### src/include/conv_settings.svh
`ifndef CONV_SETTINGS_SVH
`define CONV_SETTINGS_SVH

// window geometry.
`define CONV_K 5
`define CONV_TAPS 25

// pixels and coefficients share one width.
`define CONV_PIX_W 6
`define CONV_SUM_W 18  // holds 25*63*63 = 99225.

// frame size is fixed at build time.
`define CONV_IMG_W 12
`define CONV_IMG_H 8

`endif

### src/hdl/conv_data_pkg.sv
`default_nettype none

`include "conv_settings.svh"

package conv_data_pkg;

  // unsigned image sample.
  typedef logic [`CONV_PIX_W-1:0] pixel_t;

  // unsigned kernel coefficient.
  typedef logic [`CONV_PIX_W-1:0] coef_t;

  typedef logic [2*`CONV_PIX_W-1:0] product_t;  // one tap, pixel times coefficient.

  typedef logic [`CONV_SUM_W-1:0] sum_t;  // full window result.

  typedef logic [$clog2(`CONV_TAPS)-1:0] tap_index_t;  // only 0 to 24 are legal.

endpackage

`default_nettype wire

### src/hdl/conv_ctrl_pkg.sv
`default_nettype none

package conv_ctrl_pkg;

  // phases of a four-phase req/ack transfer.
  typedef enum logic [1:0] {
    idle         = 2'd0,
    ack_high     = 2'd1,
    wait_release = 2'd2
  } hs_state_t;

  typedef logic [3:0] col_t;  // column within the frame.
  typedef logic [3:0] row_t;  // row within the frame.

endpackage

`default_nettype wire

### src/hdl/tap_multiplier.sv
`timescale 1ns/1ps
`default_nettype none

`include "conv_settings.svh"

module tap_multiplier
  import conv_data_pkg::*;
(
  input  pixel_t   a,
  input  coef_t    b,
  output product_t p
);

  always_comb begin
    product_t acc;
    acc = '0;  // sum starts empty, not at a.
    for (int k = 0; k < `CONV_PIX_W; k++) begin
      if (b[k]) begin
        acc = acc + (product_t'(a) << k);  // one partial product per set bit.
      end
    end
    p = acc;
  end

endmodule

`default_nettype wire

### src/hdl/adder_tree.sv
`timescale 1ns/1ps
`default_nettype none

`include "conv_settings.svh"

module adder_tree
  import conv_data_pkg::*;
(
  input  logic     clk,
  input  logic     rst_n,
  input  logic     issue,
  input  product_t products [`CONV_TAPS],
  output logic     done,
  output sum_t     sum
);

  sum_t lvl1 [13];
  sum_t s1   [13];
  sum_t lvl2 [7];
  sum_t lvl3 [4];
  sum_t s3   [4];
  sum_t lvl4 [2];
  logic v1;
  logic v3;

  // level 1 pairs the products, the last one passes through.
  always_comb begin
    for (int k = 0; k < 12; k++) begin
      lvl1[k] = sum_t'(products[2*k]) + sum_t'(products[2*k+1]);
    end
    lvl1[12] = sum_t'(products[24]);
  end

  // levels 2 and 3 sit between the first two register stages.
  always_comb begin
    for (int k = 0; k < 6; k++) begin
      lvl2[k] = s1[2*k] + s1[2*k+1];
    end
    lvl2[6] = s1[12];
    for (int k = 0; k < 3; k++) begin
      lvl3[k] = lvl2[2*k] + lvl2[2*k+1];
    end
    lvl3[3] = lvl2[6];
  end

  always_comb begin
    lvl4[0] = s3[0] + s3[1];
    lvl4[1] = s3[2] + s3[3];
  end

  always_ff @(posedge clk) begin
    s1  <= lvl1;
    s3  <= lvl3;
    sum <= lvl4[0] + lvl4[1];  // level 5.
  end

  always_ff @(posedge clk) begin
    if (!rst_n) begin
      v1   <= 1'b0;
      v3   <= 1'b0;
      done <= 1'b0;
    end else begin
      v1   <= issue;
      v3   <= v1;
      done <= v3;  // valid bit follows the data through each stage.
    end
  end

  a_fixed_latency: assert property (@(posedge clk) disable iff (!rst_n)
    issue |-> ##3 done);

endmodule

`default_nettype wire

### src/hdl/line_buffer.sv
`timescale 1ns/1ps
`default_nettype none

`include "conv_settings.svh"

module line_buffer
  import conv_data_pkg::*;
#(
  parameter int DEPTH = `CONV_IMG_W
) (
  input  logic   clk,
  input  logic   rst_n,
  input  logic   shift,
  input  pixel_t din,
  output pixel_t dout
);

  localparam int PTR_W = (DEPTH > 1) ? $clog2(DEPTH) : 1;

  pixel_t             mem [DEPTH];
  logic [PTR_W-1:0]   ptr;

  assign dout = mem[ptr];  // oldest entry, read before it is overwritten.

  always_ff @(posedge clk) begin
    if (shift) begin
      mem[ptr] <= din;
    end
  end

  always_ff @(posedge clk) begin
    if (!rst_n) begin
      ptr <= '0;
    end else if (shift) begin
      if (ptr == PTR_W'(DEPTH - 1)) begin
        ptr <= '0;
      end else begin
        ptr <= ptr + 1'b1;
      end
    end
  end

endmodule

`default_nettype wire

### src/hdl/window_builder.sv
`timescale 1ns/1ps
`default_nettype none

`include "conv_settings.svh"

module window_builder
  import conv_data_pkg::*, conv_ctrl_pkg::*;
(
  input  logic   clk,
  input  logic   rst_n,
  input  logic   shift,
  input  pixel_t din,
  output pixel_t win [`CONV_TAPS],
  output logic   window_full
);

  pixel_t column [`CONV_K];  // column[K-1] is the newest row.
  col_t   col;
  row_t   row;

  assign column[`CONV_K-1] = din;

  // each buffer delays one row, so the chain yields the rows above.
  for (genvar g = 0; g < `CONV_K - 1; g++) begin : g_line
    line_buffer #(
      .DEPTH(`CONV_IMG_W)
    ) u_line (
      .clk  (clk),
      .rst_n(rst_n),
      .shift(shift),
      .din  (column[`CONV_K-1-g]),
      .dout (column[`CONV_K-2-g])
    );
  end

  // rows shift left and the fresh column enters on the right.
  always_ff @(posedge clk) begin
    if (shift) begin
      for (int i = 0; i < `CONV_K; i++) begin
        for (int j = 0; j < `CONV_K - 1; j++) begin
          win[i*`CONV_K + j] <= win[i*`CONV_K + j + 1];
        end
        win[i*`CONV_K + `CONV_K - 1] <= column[i];
      end
    end
  end

  always_ff @(posedge clk) begin
    if (!rst_n) begin
      col         <= '0;
      row         <= '0;
      window_full <= 1'b0;
    end else begin
      // a pulse, raised only for the pixel that closes an inside window.
      window_full <= shift && (row >= row_t'(`CONV_K - 1)) &&
                     (col >= col_t'(`CONV_K - 1));
      if (shift) begin
        if (col == col_t'(`CONV_IMG_W - 1)) begin
          col <= '0;
          if (row == row_t'(`CONV_IMG_H - 1)) begin
            row <= '0;  // end of frame.
          end else begin
            row <= row + 1'b1;
          end
        end else begin
          col <= col + 1'b1;
        end
      end
    end
  end

endmodule

`default_nettype wire

### src/hdl/kernel_store.sv
`timescale 1ns/1ps
`default_nettype none

`include "conv_settings.svh"

module kernel_store
  import conv_data_pkg::*, conv_ctrl_pkg::*;
(
  input  logic       clk,
  input  logic       rst_n,
  input  logic       k_req,
  input  tap_index_t k_index,
  input  coef_t      k_data,
  output logic       k_ack,
  output coef_t      coefs [`CONV_TAPS]
);

  hs_state_t state;

  always_ff @(posedge clk) begin
    if (!rst_n) begin
      state <= idle;
      k_ack <= 1'b0;
      for (int t = 0; t < `CONV_TAPS; t++) begin
        coefs[t] <= '0;  // an empty kernel until the host loads one.
      end
    end else begin
      case (state)
        idle: begin
          if (k_req) begin
            coefs[k_index] <= k_data;  // written on the edge that raises ack.
            k_ack          <= 1'b1;
            state          <= ack_high;
          end
        end
        ack_high: begin
          if (!k_req) begin
            k_ack <= 1'b0;
            state <= idle;
          end
        end
        default: begin
          k_ack <= 1'b0;
          state <= idle;
        end
      endcase
    end
  end

  a_index_legal: assert property (@(posedge clk) disable iff (!rst_n)
    k_req |-> (k_index < `CONV_TAPS));

endmodule

`default_nettype wire

### src/hdl/conv55_engine.sv
`timescale 1ns/1ps
`default_nettype none

`include "conv_settings.svh"

module conv55_engine
  import conv_data_pkg::*;
(
  input  logic   clk,
  input  logic   rst_n,
  input  logic   issue,
  input  pixel_t win   [`CONV_TAPS],
  input  coef_t  coefs [`CONV_TAPS],
  output logic   done,
  output sum_t   sum
);

  product_t prod [`CONV_TAPS];

  // tap t pairs window pixel t with coefficient t.
  for (genvar t = 0; t < `CONV_TAPS; t++) begin : g_tap
    tap_multiplier u_mul (
      .a(win[t]),
      .b(coefs[t]),
      .p(prod[t])
    );
  end

  adder_tree u_tree (
    .clk     (clk),
    .rst_n   (rst_n),
    .issue   (issue),
    .products(prod),
    .done    (done),
    .sum     (sum)
  );

endmodule

`default_nettype wire

### src/hdl/conv_top.sv
`timescale 1ns/1ps
`default_nettype none

`include "conv_settings.svh"

module conv_top
  import conv_data_pkg::*, conv_ctrl_pkg::*;
(
  input  logic       clk,
  input  logic       rst_n,
  input  logic       k_req,
  input  tap_index_t k_index,
  input  coef_t      k_data,
  output logic       k_ack,
  input  logic       pix_req,
  input  pixel_t     pix_data,
  output logic       pix_ack,
  output logic       res_req,
  output sum_t       res_data,
  input  logic       res_ack
);

  pixel_t    win   [`CONV_TAPS];
  coef_t     coefs [`CONV_TAPS];
  hs_state_t pix_state;
  hs_state_t res_state;
  logic      accept;
  logic      issue;
  logic      done;
  logic      pop;
  sum_t      eng_sum;
  logic [1:0] credit_cnt;  // sums issued and not yet handed to the sink.
  logic [1:0] slots_used;
  sum_t      res_q [2];
  logic      wr_ptr;
  logic      rd_ptr;
  logic [1:0] q_count;

  kernel_store u_kernel (
    .clk    (clk),
    .rst_n  (rst_n),
    .k_req  (k_req),
    .k_index(k_index),
    .k_data (k_data),
    .k_ack  (k_ack),
    .coefs  (coefs)
  );

  window_builder u_window (
    .clk        (clk),
    .rst_n      (rst_n),
    .shift      (accept),
    .din        (pix_data),
    .win        (win),
    .window_full(issue)
  );

  conv55_engine u_engine (
    .clk  (clk),
    .rst_n(rst_n),
    .issue(issue),
    .win  (win),
    .coefs(coefs),
    .done (done),
    .sum  (eng_sum)
  );

  // an issue in this cycle already claims a slot.
  assign slots_used = credit_cnt + {1'b0, issue};
  assign accept     = (pix_state == idle) && pix_req && (slots_used < 2'd2);
  assign pop        = (res_state == ack_high) && res_ack;
  assign res_data   = res_q[rd_ptr];

  always_ff @(posedge clk) begin
    if (!rst_n) begin
      pix_state <= idle;
      pix_ack   <= 1'b0;
    end else begin
      case (pix_state)
        idle: begin
          if (accept) begin
            pix_ack   <= 1'b1;
            pix_state <= ack_high;
          end
        end
        ack_high: begin
          if (!pix_req) begin
            pix_ack   <= 1'b0;
            pix_state <= idle;
          end
        end
        default: begin
          pix_ack   <= 1'b0;
          pix_state <= idle;
        end
      endcase
    end
  end

  always_ff @(posedge clk) begin
    if (done) begin
      res_q[wr_ptr] <= eng_sum;
    end
  end

  always_ff @(posedge clk) begin
    if (!rst_n) begin
      credit_cnt <= '0;
      q_count    <= '0;
      wr_ptr     <= 1'b0;
      rd_ptr     <= 1'b0;
    end else begin
      credit_cnt <= credit_cnt + {1'b0, issue} - {1'b0, pop};
      q_count    <= q_count + {1'b0, done} - {1'b0, pop};
      wr_ptr     <= wr_ptr ^ done;
      rd_ptr     <= rd_ptr ^ pop;
    end
  end

  // requester side. ack_high here means req is up and ack is awaited.
  always_ff @(posedge clk) begin
    if (!rst_n) begin
      res_state <= idle;
      res_req   <= 1'b0;
    end else begin
      case (res_state)
        idle: begin
          if ((q_count != 2'd0) || done) begin
            res_req   <= 1'b1;  // a fresh sum lands in the queue on this edge.
            res_state <= ack_high;
          end
        end
        ack_high: begin
          if (res_ack) begin
            res_req   <= 1'b0;
            res_state <= wait_release;
          end
        end
        wait_release: begin
          if (!res_ack) begin
            res_state <= idle;
          end
        end
        default: begin
          res_req   <= 1'b0;
          res_state <= idle;
        end
      endcase
    end
  end

  a_pix_req_held: assert property (@(posedge clk) disable iff (!rst_n)
    pix_req && !pix_ack |=> pix_req);

  // credits keep the engine from finishing into a full queue.
  a_no_overflow: assert property (@(posedge clk) disable iff (!rst_n)
    done |-> (q_count < 2'd2));

endmodule

`default_nettype wire

### config.mk
export PLATFORM = sky130hd
export DESIGN_NAME = conv_top
export DESIGN_NICKNAME = d
export VERILOG_FILES = /design/src/hdl/conv_data_pkg.sv /design/src/hdl/conv_ctrl_pkg.sv /design/src/hdl/tap_multiplier.sv /design/src/hdl/adder_tree.sv /design/src/hdl/line_buffer.sv /design/src/hdl/window_builder.sv /design/src/hdl/kernel_store.sv /design/src/hdl/conv55_engine.sv /design/src/hdl/conv_top.sv
export VERILOG_INCLUDE_DIRS = /design/src /design/src/include
export SDC_FILE = /design/constraint.sdc
export NUM_CORES = 2
export LEC_CHECK = 0
export BUFFER_PORTS_ARGS = -buffer_cell sky130_fd_sc_hd__buf_2
export CORE_MARGIN = 4
export CORE_UTILIZATION = 58
export DETAILED_ROUTE_END_ITERATION = 10
export GPL_ROUTABILITY_DRIVEN = 0
export PLACE_DENSITY_LB_ADDON = 0.3
export SLEW_MARGIN = 5
export SYNTH_ARGS = -nofsm -noshare
export SYNTH_HDL_FRONTEND = slang
export SYNTH_SLANG_ARGS = --single-unit
### constraint.sdc
create_clock -name clk -period 6.55 [get_ports clk]
set_input_delay 0.655 -clock clk [delete_from_list [all_inputs] [get_ports clk]]
set_output_delay 0.655 -clock clk [all_outputs]
set_load 0.02 [all_outputs]
# Word-level counts from Yosys, hierarchy flattened

Memory sizes are Yosys's and may differ from the RTL's. A register that Yosys moved wholly into a read port is not among the register bits.
Cells that the tools add are included.

$lt $le $gt $ge: 5
Add/sub/neg operators: 159
Multiplexer cells: 189
Eq/ne operators: 17
Bitwise logic cells: 4
Reductions and logical operators: 17

Operator list:

| kind                                                | count |
|---|---|
| 2-to-1 mux 12 bit                                   | 125 |
| adder 12 x 10 -> 12 bit                             | 25 |
| adder 12 x 11 -> 12 bit                             | 25 |
| adder 12 x 7 -> 12 bit                              | 25 |
| adder 12 x 8 -> 12 bit                              | 25 |
| adder 12 x 9 -> 12 bit                              | 25 |
| adder 12 x 12 -> 13 bit                             | 12 |
| 2-to-1 mux 6 bit                                    | 26 |
| bitwise mux 150 bit                                 | 1 |
| adder 18 bit                                        | 5 |
| adder 13 x 13 -> 14 bit                             | 5 |
| 2-to-1 mux 4 bit                                    | 12 |
| demux 6 bit (select 5 bit)                          | 1 |
| adder 4 x 1 -> 4 bit, second input constant         | 6 |
| equality test 4 bit, second input constant          | 5 |
| adder 18 x 12 -> 18 bit                             | 1 |
| adder 18 x 13 -> 18 bit                             | 1 |
| 2-to-1 mux 2 bit                                    | 7 |
| inequality test 2 bit, second input constant        | 6 |
| 2-to-1 mux 1 bit                                    | 11 |
| >= comparator 4 x 3 -> 1 bit, second input constant | 2 |
| case mux 2 bit (2 select lines)                     | 2 |
| AND reduction 2 bit                                 | 4 |
| equality test 2 x 1 -> 1 bit, second input constant | 3 |
| other kinds (19)                                    | 31 |

RAM bits: 324
Bits in registers: 594
Logic and storage cells: 483
Output and inout bits: 21
Memories kept: 5

Memories:

| memory                        | words | bits a word | rd ports | clocked after Yosys merged registers in | write ports | line              | text |
|---|---|---|---|---|---|---|---|
| u_window.g_line[0].u_line.mem | 12    | 6           | 1        | 1                                       | 1           | line_buffer.sv:20 | `pixel_t mem [DEPTH];` |
| u_window.g_line[1].u_line.mem | 12    | 6           | 1        | 1                                       | 1           | line_buffer.sv:20 |  |
| u_window.g_line[2].u_line.mem | 12    | 6           | 1        | 1                                       | 1           | line_buffer.sv:20 |  |
| u_window.g_line[3].u_line.mem | 12    | 6           | 1        | 1                                       | 1           | line_buffer.sv:20 |  |
| res_q                         | 2     | 18          | 1        | 1                                       | 1           | conv_top.sv:34    | `sum_t res_q [2];` |

# Depth between registers and ports, before layout

Depth in word-level cells: 12
Gate-level depth with buffers: 40

# Modules after synthesis

A second synthesis with hierarchy kept.

Cell total of the unflattened synthesis: 8877
Area, all modules: 82405.3 um^2

By module, submodules not included:

| module                                         | seq. area each (um^2) | area each (um^2) | cells each | times used |
|---|---|---|---|---|
| tap_multiplier at u_engine.g_tap[1].u_mul ...  | 0.0                   | 1586.5           | 217        | 14 |
| adder_tree                                     | 4904.7                | 17031.3          | 1832       | 1 |
| tap_multiplier at u_engine.g_tap[10].u_mul ... | 0.0                   | 1625.3           | 225        | 9 |
| line_buffer                                    | 2322.2                | 3239.4           | 180        | 4 |
| kernel_store                                   | 3022.9                | 5605.4           | 538        | 1 |
| window_builder                                 | 4684.5                | 4919.7           | 191        | 1 |
| conv_top                                       | 1301.2                | 1800.5           | 106        | 1 |
| tap_multiplier at u_engine.g_tap[19].u_mul     | 0.0                   | 1630.3           | 216        | 1 |
| tap_multiplier at u_engine.g_tap[0].u_mul      | 0.0                   | 1621.6           | 211        | 1 |

# Worst setup path after synthesis

No wires, ideal clock.

Path kind: register -> register
Start: reg u_kernel.coefs[60] (netlist name)
End: reg u_engine.u_tree.s1[101] (netlist name)
Clock period less this slack: 7.128 ns
Data arrival time: 7.005 ns
Setup slack: -0.578 ns
Required time: 6.427 ns
Path buffers: 1
Library setup time: 0.123 ns
Cell stages (with the launch flop): 40
Cells stage by stage: dfxtp_1 > clkbuf_1 > nand2_1 > inv_1 > ha_1 > inv_1 > fa_1 > nor2b_1 > o21ai_0 > a21boi_0 > o21ai_1 > a31o_2 > ha_1 > o21ai_0 > o21bai_1 > o221ai_1 > a21oi_1 > nor3_1 > [... 4 more ...] > inv_1 > ha_1 > inv_1 > o21ai_0 > and2_1 > o21a_1 > a31oi_1 > ha_1 > inv_1 > o21bai_1 > a21oi_1 > xnor2_1 > mux2_2 > ha_1 > or2_2 > o31ai_1 > a21oi_1 > xor2_1

RTL lines:

| item                              | line               | text |
|---|---|---|
| from (decl)                       | kernel_store.sv:15 | `` output coef_t coefs [`CONV_TAPS] `` |
| from (signal, indexed assignment) | kernel_store.sv:31 | `coefs[k_index] <= k_data;` |
| to (signal assigned)              | adder_tree.sv:52   | `s1 <= lvl1;` |
| to (decl)                         | adder_tree.sv:18   | `sum_t s1 [13];` |

==> flow_metrics.tcl <==
set metrics [dict create \
    status "complete, but fails checks" \
    violations "setup timing" \
    p_per_area_mw_per_mm2 161.8 \
    syn_area_mm2 0.07749 \
    power_leakage_nw 44.66 \
    ys_seq_elements 916 \
    final_nets 10480 \
    slew_violations 0 \
    path_class "flip-flop to flip-flop" \
    clock_latency_ns 0.76 \
    postCtsHoldBufs 0 \
    min_period_over_period 1.120 \
    crit_arrival_ns 7.95 \
    slew_headroom 0.2043 \
    drtIter0Drc 6413 \
    hold_path.class "input pin to flip-flop" \
    grt-ovfl-total 0 \
    setup_viol 52 \
    whs_path_depth 2 \
    routedWlPerCell_um 23.02 \
    track_usage 0.2994 \
    worstMarginPinSlew_ns 1.184 \
    synth_seq_area_share 0.2976 \
    cts_buffer_depth 3 \
    io_pins 43 \
    cts_made_buffers 100 \
    final.setup.tns_ns -12.57 \
    cp-end-kind "flip-flop" \
    routed_wl_um 256700 \
    synth_ff_type "edfxtp_1" \
    dp_hpwl_um 145600 \
    grt_pass1_wl_um 343500 \
    fmax_mhz 136.3 \
    synth_enable_flop_cells 472 \
    post-route-min-period_ns 7.338 \
    yosysUniqueCellTypes 101 \
    htree_levels 3 \
    cts_tree "yes" \
    critical_path_required_ns 7.16 \
    die-area_mm2 0.1395 \
    rows 133 \
    holdPathEnd "pix_ack" \
    critPathMaxFanout 3 \
    via_count 70540 \
    grt_max_degree 100 \
    preCtsSetupSlack_ns -0.5274 \
    die_h_um 373.5 \
    ant_nets 0 \
    yosysWarnings 0 \
    coreArea_mm2 0.1321 \
    drc 0 \
    first_pass_iters 10 \
    whs_ns 0.1735 \
    setup_slack_ns -0.7881 \
    vdd_drop_max_v 0.0001967 \
    r2r_start "u_window.win[61]" \
    critPathMostFrequentCell "fa_2" \
    reg2reg_depth 36 \
    drv_cap 0 \
    start_util 0.5865 \
    r2r-end "u_engine.u_tree.s1[101]" \
    antenna_found_initial 10 \
    cts.sinks 916 \
    netlist_instances 8127 \
    io_buffers 41 \
    layout-drive-gt1-share 0.3658 \
    hp-start "pix_req" \
    vias_per_cell 6.327 \
    worstSetupStartpointType "flip-flop" \
    rsz0062_at_grt "yes" \
    path_clk_slew_ns 0.07 \
    finalClockSkew_ns 0.04165 \
    reg2reg_slack_ns -0.79 \
    avgSynthCellArea_um2 9.535 \
    area_growth_pct 31.13 \
    async_flop_share 0 \
    root_buffer "clkbuf_16" \
    cpPeakStageDelay_ns 0.45 \
    hold_viol_final 0 \
    synth.net_count 9304 \
    cp_slowest_cell "fa_2" \
    die_w_um 373.5 \
    grt_pass1_vias 66780 \
]
## routing by layer
metal | GRT usage | up-vias | wire, µm | share of wire
li1 | - | 31210 | - | -
met1 | 0.3698 | 34000 | 93880 | 0.37
met2 | 0.5145 | 3857 | 122100 | 0.48
met3 | 0.04706 | 1475 | 21760 | 0.085
met4 | 0.1383 | 6 | 18820 | 0.073
met5 | 0 | - | 115 | 0.00045
## Yosys cell counts, types with 34 or more instances
cell	instances	area, µm²
fa_1	185	3704
xor2_1	133	1165
a21o_1	280	2102
o21a_1	130	975.9
nand2b_1	79	494.2
a31oi_1	34	212.7
ha_1	970	12140
a211oi_1	34	255.2
o21ai_0	338	1692
nor2b_1	306	1914
a21oi_1	622	3113
nand3b_1	42	315.3
mux4_2	72	1622
and3_1	69	431.7
nor3_1	87	435.4
o31ai_1	45	337.8
a21boi_0	118	885.9
o21bai_1	133	998.5
or3_1	42	262.8
mux2i_1	181	1812
nand3_1	161	805.8
inv_1	741	2781
edfxtp_1	472	14170
mux2_2	322	3626
dfxtp_1	444	8889
clkbuf_1	195	732.0
nor2_1	285	1070
o211ai_1	43	322.8
and2_1	126	788.3
nand2_1	563	2113
buf_1	44	165.2
xnor2_1	502	4397
## state kept, by name, indices dropped and copies added, names as in the netlist, 12 cells and up, named ones only
name / flops
u_window.g_line.u_line.mem: 288
u_engine.u_tree.s1: 156
u_window.win: 150
u_engine.u_tree.sum: 17
u_window.g_line.u_line.ptr: 16
res_q: 34
u_engine.u_tree.lvl2: 12
u_engine.u_tree.s3: 57
u_kernel.coefs: 150
## power breakdown
group          total [mW]  switching [mW]  internal (mW)
sequential           6.67           0.256           6.41
combinational        3.68            2.05           1.62
clock                6.10            2.62           3.48
total                16.4            4.92           11.5
## cell type report
class | count | area [µm²]
Clock buffer | 131 | 2939
Sequential cell | 916 | 23090
Fill cell | 7367 | 30520
Multi-Input combinational cell | 6205 | 59760
Tap cell | 1755 | 2196
Antenna cell | 7 | 17.52
Clock inverter | 56 | 588.1
Inverter | 748 | 2820
Timing Repair Buffer | 1332 | 10210
## worst max-delay path: cells and delay by family (launching register included)
kind                     cells  cell delay [ns]
XOR/XNOR                     4             0.53
adder cells (fa/ha/maj)      8             2.51
AND/OR/NAND/NOR              6             1.21
flip-flops                   1             0.39
multiplexers                 2             0.54
buffers and inverters        7             0.55
AO/OA/AOI/OAI                9             1.46
## cell families (layout without fill, tap and decap cells)
| kind of cell | Yosys count | after routing | synth area share |
|---|---|---|---|
| and+or+nand+nor | 1843 | 1843 | 0.1197 |
| AOI/OAI and AO/OA | 1985 | 1985 | 0.1644 |
| other | 1 | 8 | 0.00004839 |
| buffers and inverters | 1006 | 2267 | 0.04938 |
| xor gates and xnor gates | 635 | 635 | 0.07177 |
| muxes | 577 | 577 | 0.09149 |
| adders and majority gates | 1164 | 1164 | 0.2056 |
| DFF | 916 | 916 | 0.2976 |
## how the worst max path moves through the flow
stage | start | slack [ns] | end | depth (start not counted)
after floorplan | u_window.win[61] | -0.02 | u_engine.u_tree.s1[101] | 38
after global placement | u_window.win[55] | -0.40 | u_engine.u_tree.s1[101] | 33
after detailed placement | u_window.win[55] | -0.53 | u_engine.u_tree.s1[100] | 32
after CTS | u_window.win[61] | -0.12 | u_engine.u_tree.s1[101] | 38
after global routing | u_window.win[55] | -1.10 | u_engine.u_tree.s1[101] | 37
final | u_window.win[61] | -0.79 | u_engine.u_tree.s1[101] | 36
## per-stage QoR
stage | util | area [µm²] | instances | total power [mW]
floorplan | - | 78070 | 8127 | 8.590
global placement | 0.6423 | 84860 | 10380 | 9.466
detailed placement | 0.6423 | 84860 | 10380 | 9.618
CTS | 0.7142 | 94360 | 10910 | 15.83
global route | 0.7689 | 101600 | 11140 | 16.96
finish | 0.7690 | 101600 | 11150 | 16.44
## timing repair
action                                  in CTS  in global routing
cloned                                       0                  0
pin swaps                                  373                801
setup buffers                              341                256
endpoints found under the setup margin      60                 78
endpoints found under the hold margin        0                  0
gates resized for setup                    719               1187
## placed cells by master (no fill, tap or decap), types with 273 or more instances in the layout
| cell | netlist | layout |
|---|---|---|
| a21o_1 | 280 | 279 |
| ha_1 | 970 | 631 |
| edfxtp_1 | 472 | 472 |
| buf_4 | 3 | 1217 |
| nand2_1 | 563 | 491 |
| a21oi_1 | 622 | 366 |
| inv_1 | 741 | 621 |
| nor2_1 | 285 | 273 |
| xnor2_1 | 502 | 422 |
| dfxtp_1 | 444 | 429 |
(Power assumes the default switching activity.)
